--- src/source/id_settings.svh ---
// width macros for the decode stage, included by every RTL file that sizes a port
`ifndef ID_SETTINGS_SVH
`define ID_SETTINGS_SVH

// data path and pc width
`define XLEN 64

// general register file
`define NUM_GPR   32
`define GPR_IDX_W 5

`endif
--- src/source/id_ctrl_pkg.sv ---
// control types the decode stage hands to execute, shared by decoder, stage top and testbench
package id_ctrl_pkg;

  typedef enum logic [3:0] {
    ALU_ADD,
    ALU_SUB,
    ALU_SLL,
    ALU_SLT,
    ALU_SLTU,
    ALU_XOR,
    ALU_SRL,
    ALU_SRA,
    ALU_OR,
    ALU_AND,
    ALU_COPY_B    // result is operand B, for lui
  } alu_op_e;

  // operand A source
  typedef enum logic [1:0] {
    SRC1_RS1,
    SRC1_PC,
    SRC1_ZERO
  } src1_sel_e;

  // operand B source
  typedef enum logic [1:0] {
    SRC2_RS2,
    SRC2_IMM,
    SRC2_FOUR
  } src2_sel_e;

  // load/store width and sign, encoded as funct3
  typedef enum logic [2:0] {
    MEM_B  = 3'b000,
    MEM_H  = 3'b001,
    MEM_W  = 3'b010,
    MEM_D  = 3'b011,
    MEM_BU = 3'b100,
    MEM_HU = 3'b101,
    MEM_WU = 3'b110
  } mem_op_e;

endpackage

--- src/source/rv_isa_pkg.sv ---
// RISC-V encoding package with opcodes, branch codes and the instruction formats
package rv_isa_pkg;

  // major opcodes of the supported subset
  typedef enum logic [6:0] {
    OPC_LUI    = 7'b0110111,
    OPC_AUIPC  = 7'b0010111,
    OPC_JAL    = 7'b1101111,
    OPC_JALR   = 7'b1100111,
    OPC_BRANCH = 7'b1100011,
    OPC_LOAD   = 7'b0000011,
    OPC_STORE  = 7'b0100011,
    OPC_OP_IMM = 7'b0010011,
    OPC_OP     = 7'b0110011
  } opcode_e;

  // funct3 of the conditional branches
  typedef enum logic [2:0] {
    BR_BEQ  = 3'b000,
    BR_BNE  = 3'b001,
    BR_BLT  = 3'b100,
    BR_BGE  = 3'b101,
    BR_BLTU = 3'b110,
    BR_BGEU = 3'b111
  } br_funct_e;

  typedef struct packed {
    logic [6:0] funct7;
    logic [4:0] rs2;
    logic [4:0] rs1;
    logic [2:0] funct3;
    logic [4:0] rd;
    logic [6:0] opcode;
  } r_fmt_t;

  typedef struct packed {
    logic [11:0] imm_11_0;
    logic [4:0]  rs1;
    logic [2:0]  funct3;
    logic [4:0]  rd;
    logic [6:0]  opcode;
  } i_fmt_t;

  typedef struct packed {
    logic [6:0] imm_11_5;
    logic [4:0] rs2;
    logic [4:0] rs1;
    logic [2:0] funct3;
    logic [4:0] imm_4_0;
    logic [6:0] opcode;
  } s_fmt_t;

  typedef struct packed {
    logic       imm_12;
    logic [5:0] imm_10_5;
    logic [4:0] rs2;
    logic [4:0] rs1;
    logic [2:0] funct3;
    logic [3:0] imm_4_1;
    logic       imm_11;
    logic [6:0] opcode;
  } b_fmt_t;

  typedef struct packed {
    logic [19:0] imm_31_12;
    logic [4:0]  rd;
    logic [6:0]  opcode;
  } u_fmt_t;

  typedef struct packed {
    logic       imm_20;
    logic [9:0] imm_10_1;
    logic       imm_11;
    logic [7:0] imm_19_12;
    logic [4:0] rd;
    logic [6:0] opcode;
  } j_fmt_t;

  // one 32-bit word, six views
  typedef union packed {
    r_fmt_t r_fmt;
    i_fmt_t i_fmt;
    s_fmt_t s_fmt;
    b_fmt_t b_fmt;
    u_fmt_t u_fmt;
    j_fmt_t j_fmt;
  } rv_inst_u;

endpackage

--- src/source/id_stage.sv ---
// instruction decode stage top: stage register, handshake, RAW interlock and redirect
`include "id_settings.svh"

module id_stage (
  input  logic                   i_clk,
  input  logic                   i_reset,
  // from fetch
  input  logic                   i_fs_valid,
  input  logic [31:0]            i_fs_inst,
  input  logic [`XLEN-1:0]       i_fs_pc,
  // handshake
  output logic                   o_ds_allowin,
  input  logic                   i_es_allowin,
  output logic                   o_ds_to_es_valid,
  // to execute
  output logic [`XLEN-1:0]       o_pc,
  output logic [`XLEN-1:0]       o_rs1_data,
  output logic [`XLEN-1:0]       o_rs2_data,
  output logic [`XLEN-1:0]       o_imm,
  output logic [`GPR_IDX_W-1:0]  o_rd,
  output id_ctrl_pkg::alu_op_e   o_alu_op,
  output id_ctrl_pkg::src1_sel_e o_alu_src1,
  output id_ctrl_pkg::src2_sel_e o_alu_src2,
  output logic                   o_gpr_wen,
  output logic                   o_mem_ren,
  output logic                   o_mem_wen,
  output id_ctrl_pkg::mem_op_e   o_mem_op,
  output logic                   o_invalid,
  // redirect to fetch
  output logic                   o_br_taken,
  output logic [`XLEN-1:0]       o_br_target,
  // from writeback
  input  logic                   i_wb_wen,
  input  logic [`GPR_IDX_W-1:0]  i_wb_addr,
  input  logic [`XLEN-1:0]       i_wb_data,
  // destinations still in flight
  input  logic [`GPR_IDX_W-1:0]  i_es_rd,
  input  logic [`GPR_IDX_W-1:0]  i_ms_rd,
  input  logic [`GPR_IDX_W-1:0]  i_ws_rd
);

  import rv_isa_pkg::*;

  logic                  ds_valid;
  rv_inst_u              ds_inst;
  logic [`XLEN-1:0]      ds_pc;
  logic                  ready_go;
  logic [`GPR_IDX_W-1:0] rs1, rs2;
  logic                  is_jal, is_jalr, is_branch;
  br_funct_e             br_funct;
  logic                  br_taken;

  // pending write to a source register, x0 excluded
  function automatic logic raw_hit(input logic [`GPR_IDX_W-1:0] rd,
                                   input logic [`GPR_IDX_W-1:0] src1,
                                   input logic [`GPR_IDX_W-1:0] src2);
    return (rd != '0) && (rd == src1 || rd == src2);
  endfunction

  assign ready_go = !(raw_hit(i_es_rd, rs1, rs2) ||
                      raw_hit(i_ms_rd, rs1, rs2) ||
                      raw_hit(i_ws_rd, rs1, rs2));

  assign o_ds_allowin     = !ds_valid || (ready_go && i_es_allowin);
  assign o_ds_to_es_valid = ds_valid && ready_go;

  // stage register
  always_ff @(posedge i_clk) begin
    if (i_reset) begin
      ds_valid <= 1'b0;
      ds_inst  <= '0;
      ds_pc    <= '0;
    end else begin
      if (o_ds_allowin) ds_valid <= i_fs_valid;
      if (i_fs_valid && o_ds_allowin) begin
        ds_inst <= i_fs_inst;
        ds_pc   <= i_fs_pc;
      end
    end
  end

  assign o_pc = ds_pc;

  id_decoder u_decoder (
    .i_inst      (ds_inst),
    .o_rs1       (rs1),
    .o_rs2       (rs2),
    .o_rd        (o_rd),
    .o_imm       (o_imm),
    .o_alu_op    (o_alu_op),
    .o_alu_src1  (o_alu_src1),
    .o_alu_src2  (o_alu_src2),
    .o_gpr_wen   (o_gpr_wen),
    .o_mem_ren   (o_mem_ren),
    .o_mem_wen   (o_mem_wen),
    .o_mem_op    (o_mem_op),
    .o_is_jal    (is_jal),
    .o_is_jalr   (is_jalr),
    .o_is_branch (is_branch),
    .o_br_funct  (br_funct),
    .o_invalid   (o_invalid)
  );

  id_regfile u_regfile (
    .i_clk    (i_clk),
    .i_reset  (i_reset),
    .i_raddr1 (rs1),
    .o_rdata1 (o_rs1_data),
    .i_raddr2 (rs2),
    .o_rdata2 (o_rs2_data),
    .i_wen    (i_wb_wen),
    .i_waddr  (i_wb_addr),
    .i_wdata  (i_wb_data)
  );

  id_branch_unit u_branch_unit (
    .i_pc        (ds_pc),
    .i_rs1_data  (o_rs1_data),
    .i_rs2_data  (o_rs2_data),
    .i_imm       (o_imm),
    .i_is_jal    (is_jal),
    .i_is_jalr   (is_jalr),
    .i_is_branch (is_branch),
    .i_br_funct  (br_funct),
    .o_taken     (br_taken),
    .o_target    (o_br_target)
  );

  // redirect only once the operands are settled
  assign o_br_taken = ds_valid && ready_go && br_taken;

endmodule

--- src/source/id_branch_unit.sv ---
// branch and jump resolution in the decode stage, drives the redirect to fetch
`include "id_settings.svh"

module id_branch_unit (
  input  logic [`XLEN-1:0]      i_pc,
  input  logic [`XLEN-1:0]      i_rs1_data,
  input  logic [`XLEN-1:0]      i_rs2_data,
  input  logic [`XLEN-1:0]      i_imm,
  input  logic                  i_is_jal,
  input  logic                  i_is_jalr,
  input  logic                  i_is_branch,
  input  rv_isa_pkg::br_funct_e i_br_funct,
  output logic                  o_taken,
  output logic [`XLEN-1:0]      o_target
);

  import rv_isa_pkg::*;

  logic             cond;
  logic [`XLEN-1:0] jalr_sum;

  always_comb begin
    case (i_br_funct)
      BR_BEQ:  cond = (i_rs1_data == i_rs2_data);
      BR_BNE:  cond = (i_rs1_data != i_rs2_data);
      BR_BLT:  cond = ($signed(i_rs1_data) <  $signed(i_rs2_data));
      BR_BGE:  cond = ($signed(i_rs1_data) >= $signed(i_rs2_data));
      BR_BLTU: cond = (i_rs1_data <  i_rs2_data);
      BR_BGEU: cond = (i_rs1_data >= i_rs2_data);
      default: cond = 1'b0;    // reserved funct3 never branches
    endcase
  end

  assign jalr_sum = i_rs1_data + i_imm;

  // jumps always taken
  assign o_taken = i_is_jal || i_is_jalr || (i_is_branch && cond);

  assign o_target = i_is_jalr ? {jalr_sum[`XLEN-1:1], 1'b0}
                              : i_pc + i_imm;

endmodule

--- src/source/id_regfile.sv ---
// general register file of the decode stage, two async read ports and one write port
`include "id_settings.svh"

module id_regfile (
  input  logic                  i_clk,
  input  logic                  i_reset,
  // read ports
  input  logic [`GPR_IDX_W-1:0] i_raddr1,
  input  logic [`GPR_IDX_W-1:0] i_raddr2,
  output logic [`XLEN-1:0]      o_rdata1,
  output logic [`XLEN-1:0]      o_rdata2,
  // write port from writeback
  input  logic                  i_wen,
  input  logic [`GPR_IDX_W-1:0] i_waddr,
  input  logic [`XLEN-1:0]      i_wdata
);

  logic [`XLEN-1:0] regs [`NUM_GPR];

  always_ff @(posedge i_clk) begin
    if (i_reset) begin
      for (int i = 0; i < `NUM_GPR; i++) begin
        regs[i] <= '0;
      end
    end else if (i_wen && i_waddr != '0) begin   // x0 stays zero
      regs[i_waddr] <= i_wdata;
    end
  end

  // no bypass, the stage interlock covers pending writes
  assign o_rdata1 = regs[i_raddr1];
  assign o_rdata2 = regs[i_raddr2];

endmodule

--- src/source/id_decoder.sv ---
// combinational instruction decoder, instantiated by the decode stage top
`include "id_settings.svh"

module id_decoder (
  input  rv_isa_pkg::rv_inst_u   i_inst,
  output logic [`GPR_IDX_W-1:0]  o_rs1,
  output logic [`GPR_IDX_W-1:0]  o_rs2,
  output logic [`GPR_IDX_W-1:0]  o_rd,
  output logic [`XLEN-1:0]       o_imm,
  output id_ctrl_pkg::alu_op_e   o_alu_op,
  output id_ctrl_pkg::src1_sel_e o_alu_src1,
  output id_ctrl_pkg::src2_sel_e o_alu_src2,
  output logic                   o_gpr_wen,
  output logic                   o_mem_ren,
  output logic                   o_mem_wen,
  output id_ctrl_pkg::mem_op_e   o_mem_op,
  output logic                   o_is_jal,
  output logic                   o_is_jalr,
  output logic                   o_is_branch,
  output rv_isa_pkg::br_funct_e  o_br_funct,
  output logic                   o_invalid
);

  import rv_isa_pkg::*;
  import id_ctrl_pkg::*;

  logic [`XLEN-1:0] imm_i, imm_s, imm_b, imm_u, imm_j;
  logic [2:0]       funct3;
  logic             alt;            // bit 30, sub/sra select

  // funct3 to alu op, reg_op enables sub
  function automatic alu_op_e alu_sel(input logic [2:0] f3, input logic alt_bit,
                                      input logic reg_op);
    alu_op_e op;
    case (f3)
      3'b000:  op = (alt_bit && reg_op) ? ALU_SUB : ALU_ADD;
      3'b001:  op = ALU_SLL;
      3'b010:  op = ALU_SLT;
      3'b011:  op = ALU_SLTU;
      3'b100:  op = ALU_XOR;
      3'b101:  op = alt_bit ? ALU_SRA : ALU_SRL;
      3'b110:  op = ALU_OR;
      default: op = ALU_AND;
    endcase
    return op;
  endfunction

  assign o_rs1  = i_inst.r_fmt.rs1;
  assign o_rs2  = i_inst.r_fmt.rs2;
  assign o_rd   = i_inst.r_fmt.rd;
  assign funct3 = i_inst.r_fmt.funct3;
  assign alt    = i_inst.r_fmt.funct7[5];

  assign o_mem_op   = mem_op_e'(funct3);
  assign o_br_funct = br_funct_e'(funct3);

  // immediates, each from its own format
  assign imm_i = {{(`XLEN-12){i_inst.i_fmt.imm_11_0[11]}}, i_inst.i_fmt.imm_11_0};
  assign imm_s = {{(`XLEN-12){i_inst.s_fmt.imm_11_5[6]}}, i_inst.s_fmt.imm_11_5,
                  i_inst.s_fmt.imm_4_0};
  assign imm_b = {{(`XLEN-13){i_inst.b_fmt.imm_12}}, i_inst.b_fmt.imm_12,
                  i_inst.b_fmt.imm_11, i_inst.b_fmt.imm_10_5, i_inst.b_fmt.imm_4_1, 1'b0};
  assign imm_u = {{(`XLEN-32){i_inst.u_fmt.imm_31_12[19]}}, i_inst.u_fmt.imm_31_12, 12'b0};
  assign imm_j = {{(`XLEN-21){i_inst.j_fmt.imm_20}}, i_inst.j_fmt.imm_20,
                  i_inst.j_fmt.imm_19_12, i_inst.j_fmt.imm_11, i_inst.j_fmt.imm_10_1, 1'b0};

  always_comb begin
    o_imm       = '0;
    o_alu_op    = ALU_ADD;
    o_alu_src1  = SRC1_RS1;
    o_alu_src2  = SRC2_RS2;
    o_gpr_wen   = 1'b0;
    o_mem_ren   = 1'b0;
    o_mem_wen   = 1'b0;
    o_is_jal    = 1'b0;
    o_is_jalr   = 1'b0;
    o_is_branch = 1'b0;
    o_invalid   = 1'b0;
    case (i_inst.r_fmt.opcode)
      OPC_LUI: begin
        o_imm      = imm_u;
        o_alu_op   = ALU_COPY_B;
        o_alu_src1 = SRC1_ZERO;
        o_alu_src2 = SRC2_IMM;
        o_gpr_wen  = 1'b1;
      end
      OPC_AUIPC: begin
        o_imm      = imm_u;
        o_alu_src1 = SRC1_PC;
        o_alu_src2 = SRC2_IMM;
        o_gpr_wen  = 1'b1;
      end
      OPC_JAL: begin
        o_imm      = imm_j;
        o_alu_src1 = SRC1_PC;     // link = pc + 4
        o_alu_src2 = SRC2_FOUR;
        o_gpr_wen  = 1'b1;
        o_is_jal   = 1'b1;
      end
      OPC_JALR: begin
        o_imm      = imm_i;
        o_alu_src1 = SRC1_PC;
        o_alu_src2 = SRC2_FOUR;
        o_gpr_wen  = 1'b1;
        o_is_jalr  = 1'b1;
      end
      OPC_BRANCH: begin
        o_imm       = imm_b;
        o_is_branch = 1'b1;       // resolved in this stage
      end
      OPC_LOAD: begin
        o_imm      = imm_i;
        o_alu_src2 = SRC2_IMM;
        o_gpr_wen  = 1'b1;
        o_mem_ren  = 1'b1;
      end
      OPC_STORE: begin
        o_imm      = imm_s;
        o_alu_src2 = SRC2_IMM;
        o_mem_wen  = 1'b1;
      end
      OPC_OP_IMM: begin
        o_imm      = imm_i;
        o_alu_op   = alu_sel(funct3, alt, 1'b0);
        o_alu_src2 = SRC2_IMM;
        o_gpr_wen  = 1'b1;
      end
      OPC_OP: begin
        o_alu_op  = alu_sel(funct3, alt, 1'b1);
        o_gpr_wen = 1'b1;
      end
      default: o_invalid = 1'b1;
    endcase
  end

endmodule

--- config.mk ---
export PLATFORM = sky130hd
export DESIGN_NAME = id_stage
export DESIGN_NICKNAME = d
export VERILOG_FILES = /design/src/source/id_ctrl_pkg.sv /design/src/source/rv_isa_pkg.sv /design/src/source/id_stage.sv /design/src/source/id_branch_unit.sv /design/src/source/id_regfile.sv /design/src/source/id_decoder.sv
export VERILOG_INCLUDE_DIRS = /design/src /design/src/source
export SDC_FILE = /design/constraint.sdc
export NUM_CORES = 2
export LEC_CHECK = 0
export BUFFER_PORTS_ARGS = -buffer_cell sky130_fd_sc_hd__buf_2
export CORE_MARGIN = 4
export CORE_UTILIZATION = 55
export CTS_CLUSTER_SIZE = 12
export DETAILED_ROUTE_END_ITERATION = 7
export HOLD_SLACK_MARGIN = 0.05
export PLACE_DENSITY = 0.75
export SKIP_LAST_GASP = 1
export SYNTH_ARGS = -nofsm -noshare
export SYNTH_HDL_FRONTEND = slang
export SYNTH_SLANG_ARGS = --single-unit
--- constraint.sdc ---
create_clock -name i_clk -period 12.45 [get_ports i_clk]
set_input_delay 2.49 -clock i_clk [delete_from_list [all_inputs] [get_ports i_clk]]
set_output_delay 2.49 -clock i_clk [all_outputs]
set_load 0.005 [all_outputs]
==> flow_summary.toml <==
[status]
status = "finished with violations"
violations = "DRC"

[layout]
syn_to_final_growth_pct = 9.87
final_common_cell = "edfxtp_1"
nFillCells = 16041
drive_gt1_share_pct = 27.4
final_cells = 11748
utilization_pct = 60.9
final_cell_mix = "2048 x edfxtp_1, 1998 x and2_1, 1268 x mux4_2"
nets = 8927

[clocking]
cts_buffers = 220
cts_tree = "done"
cts.sinks = 2155
cts_setup_buffers = 0
cts_hold_buf = 0
clock-root-buffer = "clkbuf_16"
cts.clk_slew.worst_paths_ps = 60
clock_path_buffers = 3
ctsHtreeMaxLevel = 4
clk_latency_ps = 900
cts_resized = 0

[synthesis]
synthArstFlopShare_pct = 0
synth_top_family_by_area = "multiplexers"
syn_inst = 8424
synth_simple_gate_area_share_pct = 13.5
ys_seq_area_share_pct = 52.2
synthAdderAreaFrac_pct = 1.97
synthesis.area_sq_um = 122000
yosysWarnings = 0
ys_ff_latch = 2155
dominantRegCellSynth = "edfxtp_1"
synthMuxAreaShare_pct = 24.6
synth_compound_area_share_pct = 3.68
syn_avg_cell_area_sq_um = 14.5
synth_cell_types = 87
synth-edff-count = 2048
yosys.area_share.xor_xnor_pct = 0.969

[setup_path]
arrival_ps = 8530
critPathRequiredTime_ps = 9960
crit_type = "register to output port"
cp-start-kind = "register"
worstSetupEndpointType = "output port"
critPathMaxFanout = 64

[floorplanning]
chipHeight_um = 479
die_w_um = 479
start_util_pct = 55.4
fp-row-count = 172
die-area_sq_um = 229000
io-pin-count = 528
core_area_sq_um = 220000

[grt]
grt_usage_pct = 39.1
overflow = 0
grt_pass1_wl_um = 628000
antenna_found_initial = 86
grt_pass1_vias = 83027
grt_max_degree = 111

[routing]
wl_per_cell_um = 38.5
dr.pass1.iters = 8
drc = 2
drt_iter0_drc = 16236
vias_per_cell = 7.24
routed_wl_um = 453000
vias = 85016
drtAntennaViolNets = 0

[timing]
hold_violations = 0
rsz0062_at_grt = "false"
fin_crit_sh_pct = 88.5
fin_tns_setup_ps = 0
tightestPinTransition_ps = 1380
timing.final.max_slew_violations = 0
final.min_clock_period_ps = 11020
slew_headroom_pct = 5.18
setup_viol = 0
fmax_mhz = 90.7
skew_ps = 30.0

[placed_design]
dp_hpwl_um = 262000
placed_cells = 11287
io_buffers = 527
place.gp.congestion = 0.976

[power_and_ir_drop]
powerDensity_nw_per_um2 = 134
worst_ir_drop_vdd_v = 0.000182
leakage_nw = 46.9

[flow_run]
drv_cap = 0

[worst_hold_path]
hp-class = "register to register"
-- cell type report --
class | count | area, sq um | area share, %
Sequential cell | 2155 | 63700 | 47.5
Multi-Input combinational cell | 5360 | 55100 | 41.1
Clock buffer | 267 | 5770 | 4.30
Timing Repair Buffer | 701 | 4300 | 3.21
Tap cell | 2958 | 3700 | 2.76
Clock inverter | 102 | 823 | 0.614
Inverter | 113 | 432 | 0.322
Antenna cell | 92 | 230 | 0.172
-- cell families (layout without fill, tap and decap cells) --
logic type / after synthesis / in the layout
AO/OA/AOI/OAI: 714 / 714
XOR/XNOR: 135 / 135
adder cells (fa/ha/maj): 191 / 191
buffers and inverters: 972 / 1183
flip-flops: 2155 / 2155
multiplexers: 1393 / 1393
other: 1 / 156
AND/OR/NAND/NOR: 2863 / 2863
-- report_power, final --
part           internal, mW  leakage (nW)  total (mW)  switching [mW]
Sequential             8.34          20.4        8.60           0.260
Clock                  3.46          3.21        6.32            2.86
Combinational          1.23          23.3        3.06            1.83
-- cells in the mapped netlist, types with 5 or more instances --
library cell	count	area (sq um)
nand3_1	45	225
o22ai_1	5	31.3
and3_1	8	50.1
a21o_1	123	923
a211oi_1	18	135
and2_1	1998	12500
nor2_1	166	623
inv_1	111	417
a2111oi_0	6	52.6
a31oi_1	17	106
or4_1	5	37.5
a21boi_0	10	75.1
buf_1	101	379
mux2_2	40	450
mux4_1	8	210
mux4_2	1268	28600
clkbuf_1	691	2590
o2111a_1	6	67.6
nand3b_1	9	67.6
o31ai_1	6	45.0
or3_1	13	81.3
or2_2	40	250
ha_1	189	2360
nand2b_1	20	125
o21bai_1	26	195
edfxtp_1	2048	61500
mux2i_1	77	771
a21oi_1	300	1500
o21ai_1	7	35.0
buf_2	25	125
dfxtp_1	107	2140
buf_4	40	300
xnor2_1	76	666
nor4_1	11	68.8
a22o_1	5	43.8
nand4_1	53	332
xor2_1	59	517
nand2_1	415	1560
o21a_1	8	60.1
o211ai_1	18	135
nor3_1	34	170
o21ai_0	107	536
nor2b_1	26	163
-- per-stage QoR --
stage               hold WS, ps  total power [mW]  instance area, sq um  worst slack [ps]
CTS                         479              17.8                134000              1670
global route                506              18.4                134000              1360
global placement            463              11.6                127000              2710
detailed placement          469              11.7                127000              2650
floorplan                   445              10.4                122000              1660
finish                      481              18.0                134000              1430
-- critical path: stages, from the launching register on --
cell	delay, ps
dfxtp_4	940
buf_12	490
mux4_2	580
mux4_2	510
nand2_1	90
nand2_1	340
ha_1	360
a21o_1	170
a21o_1	170
a21o_1	170
a211oi_1	240
o21ai_0	140
a221oi_1	910
o211ai_1	640
a21oi_1	770
mux2i_1	280
a211oi_1	80
o311a_1	400
buf_2	160
-- final timing paths --
kind	start	end	slack [ps]	cells past startpoint
hold reg to reg	o_pc[18]$_SDFFE_PP0P_	o_pc[18]$_SDFFE_PP0P_	480	2
setup / recovery	register	o_br_taken	1430	18
hold / removal	o_pc[18]$_SDFFE_PP0P_	o_pc[18]$_SDFFE_PP0P_	480	2
setup reg to reg	ds_inst[24]$_SDFFE_PP0P_	ds_inst[20]$_SDFFE_PP0P_	9090	11
-- flip-flops by register name, indices dropped and copies added, names as in the netlist, named ones only --
name            count
o_pc               64
u_regfile.regs   2048
ds_valid            1
ds_inst            32
-- layer usage --
| layer | part of all wire [%] | track usage [%] | up-vias | routed length, um |
|---|---|---|---|---|
| li1 | - | - | 32355 | - |
| met1 | 31 | 47.8 | 42208 | 140000 |
| met2 | 45 | 58.8 | 8594 | 203000 |
| met3 | 17 | 14.6 | 1819 | 75100 |
| met4 | 7.5 | 25.1 | 40 | 34000 |
| met5 | 0.061 | 0 | - | 278 |
Note: power is estimated with default switching activity, not from simulation.
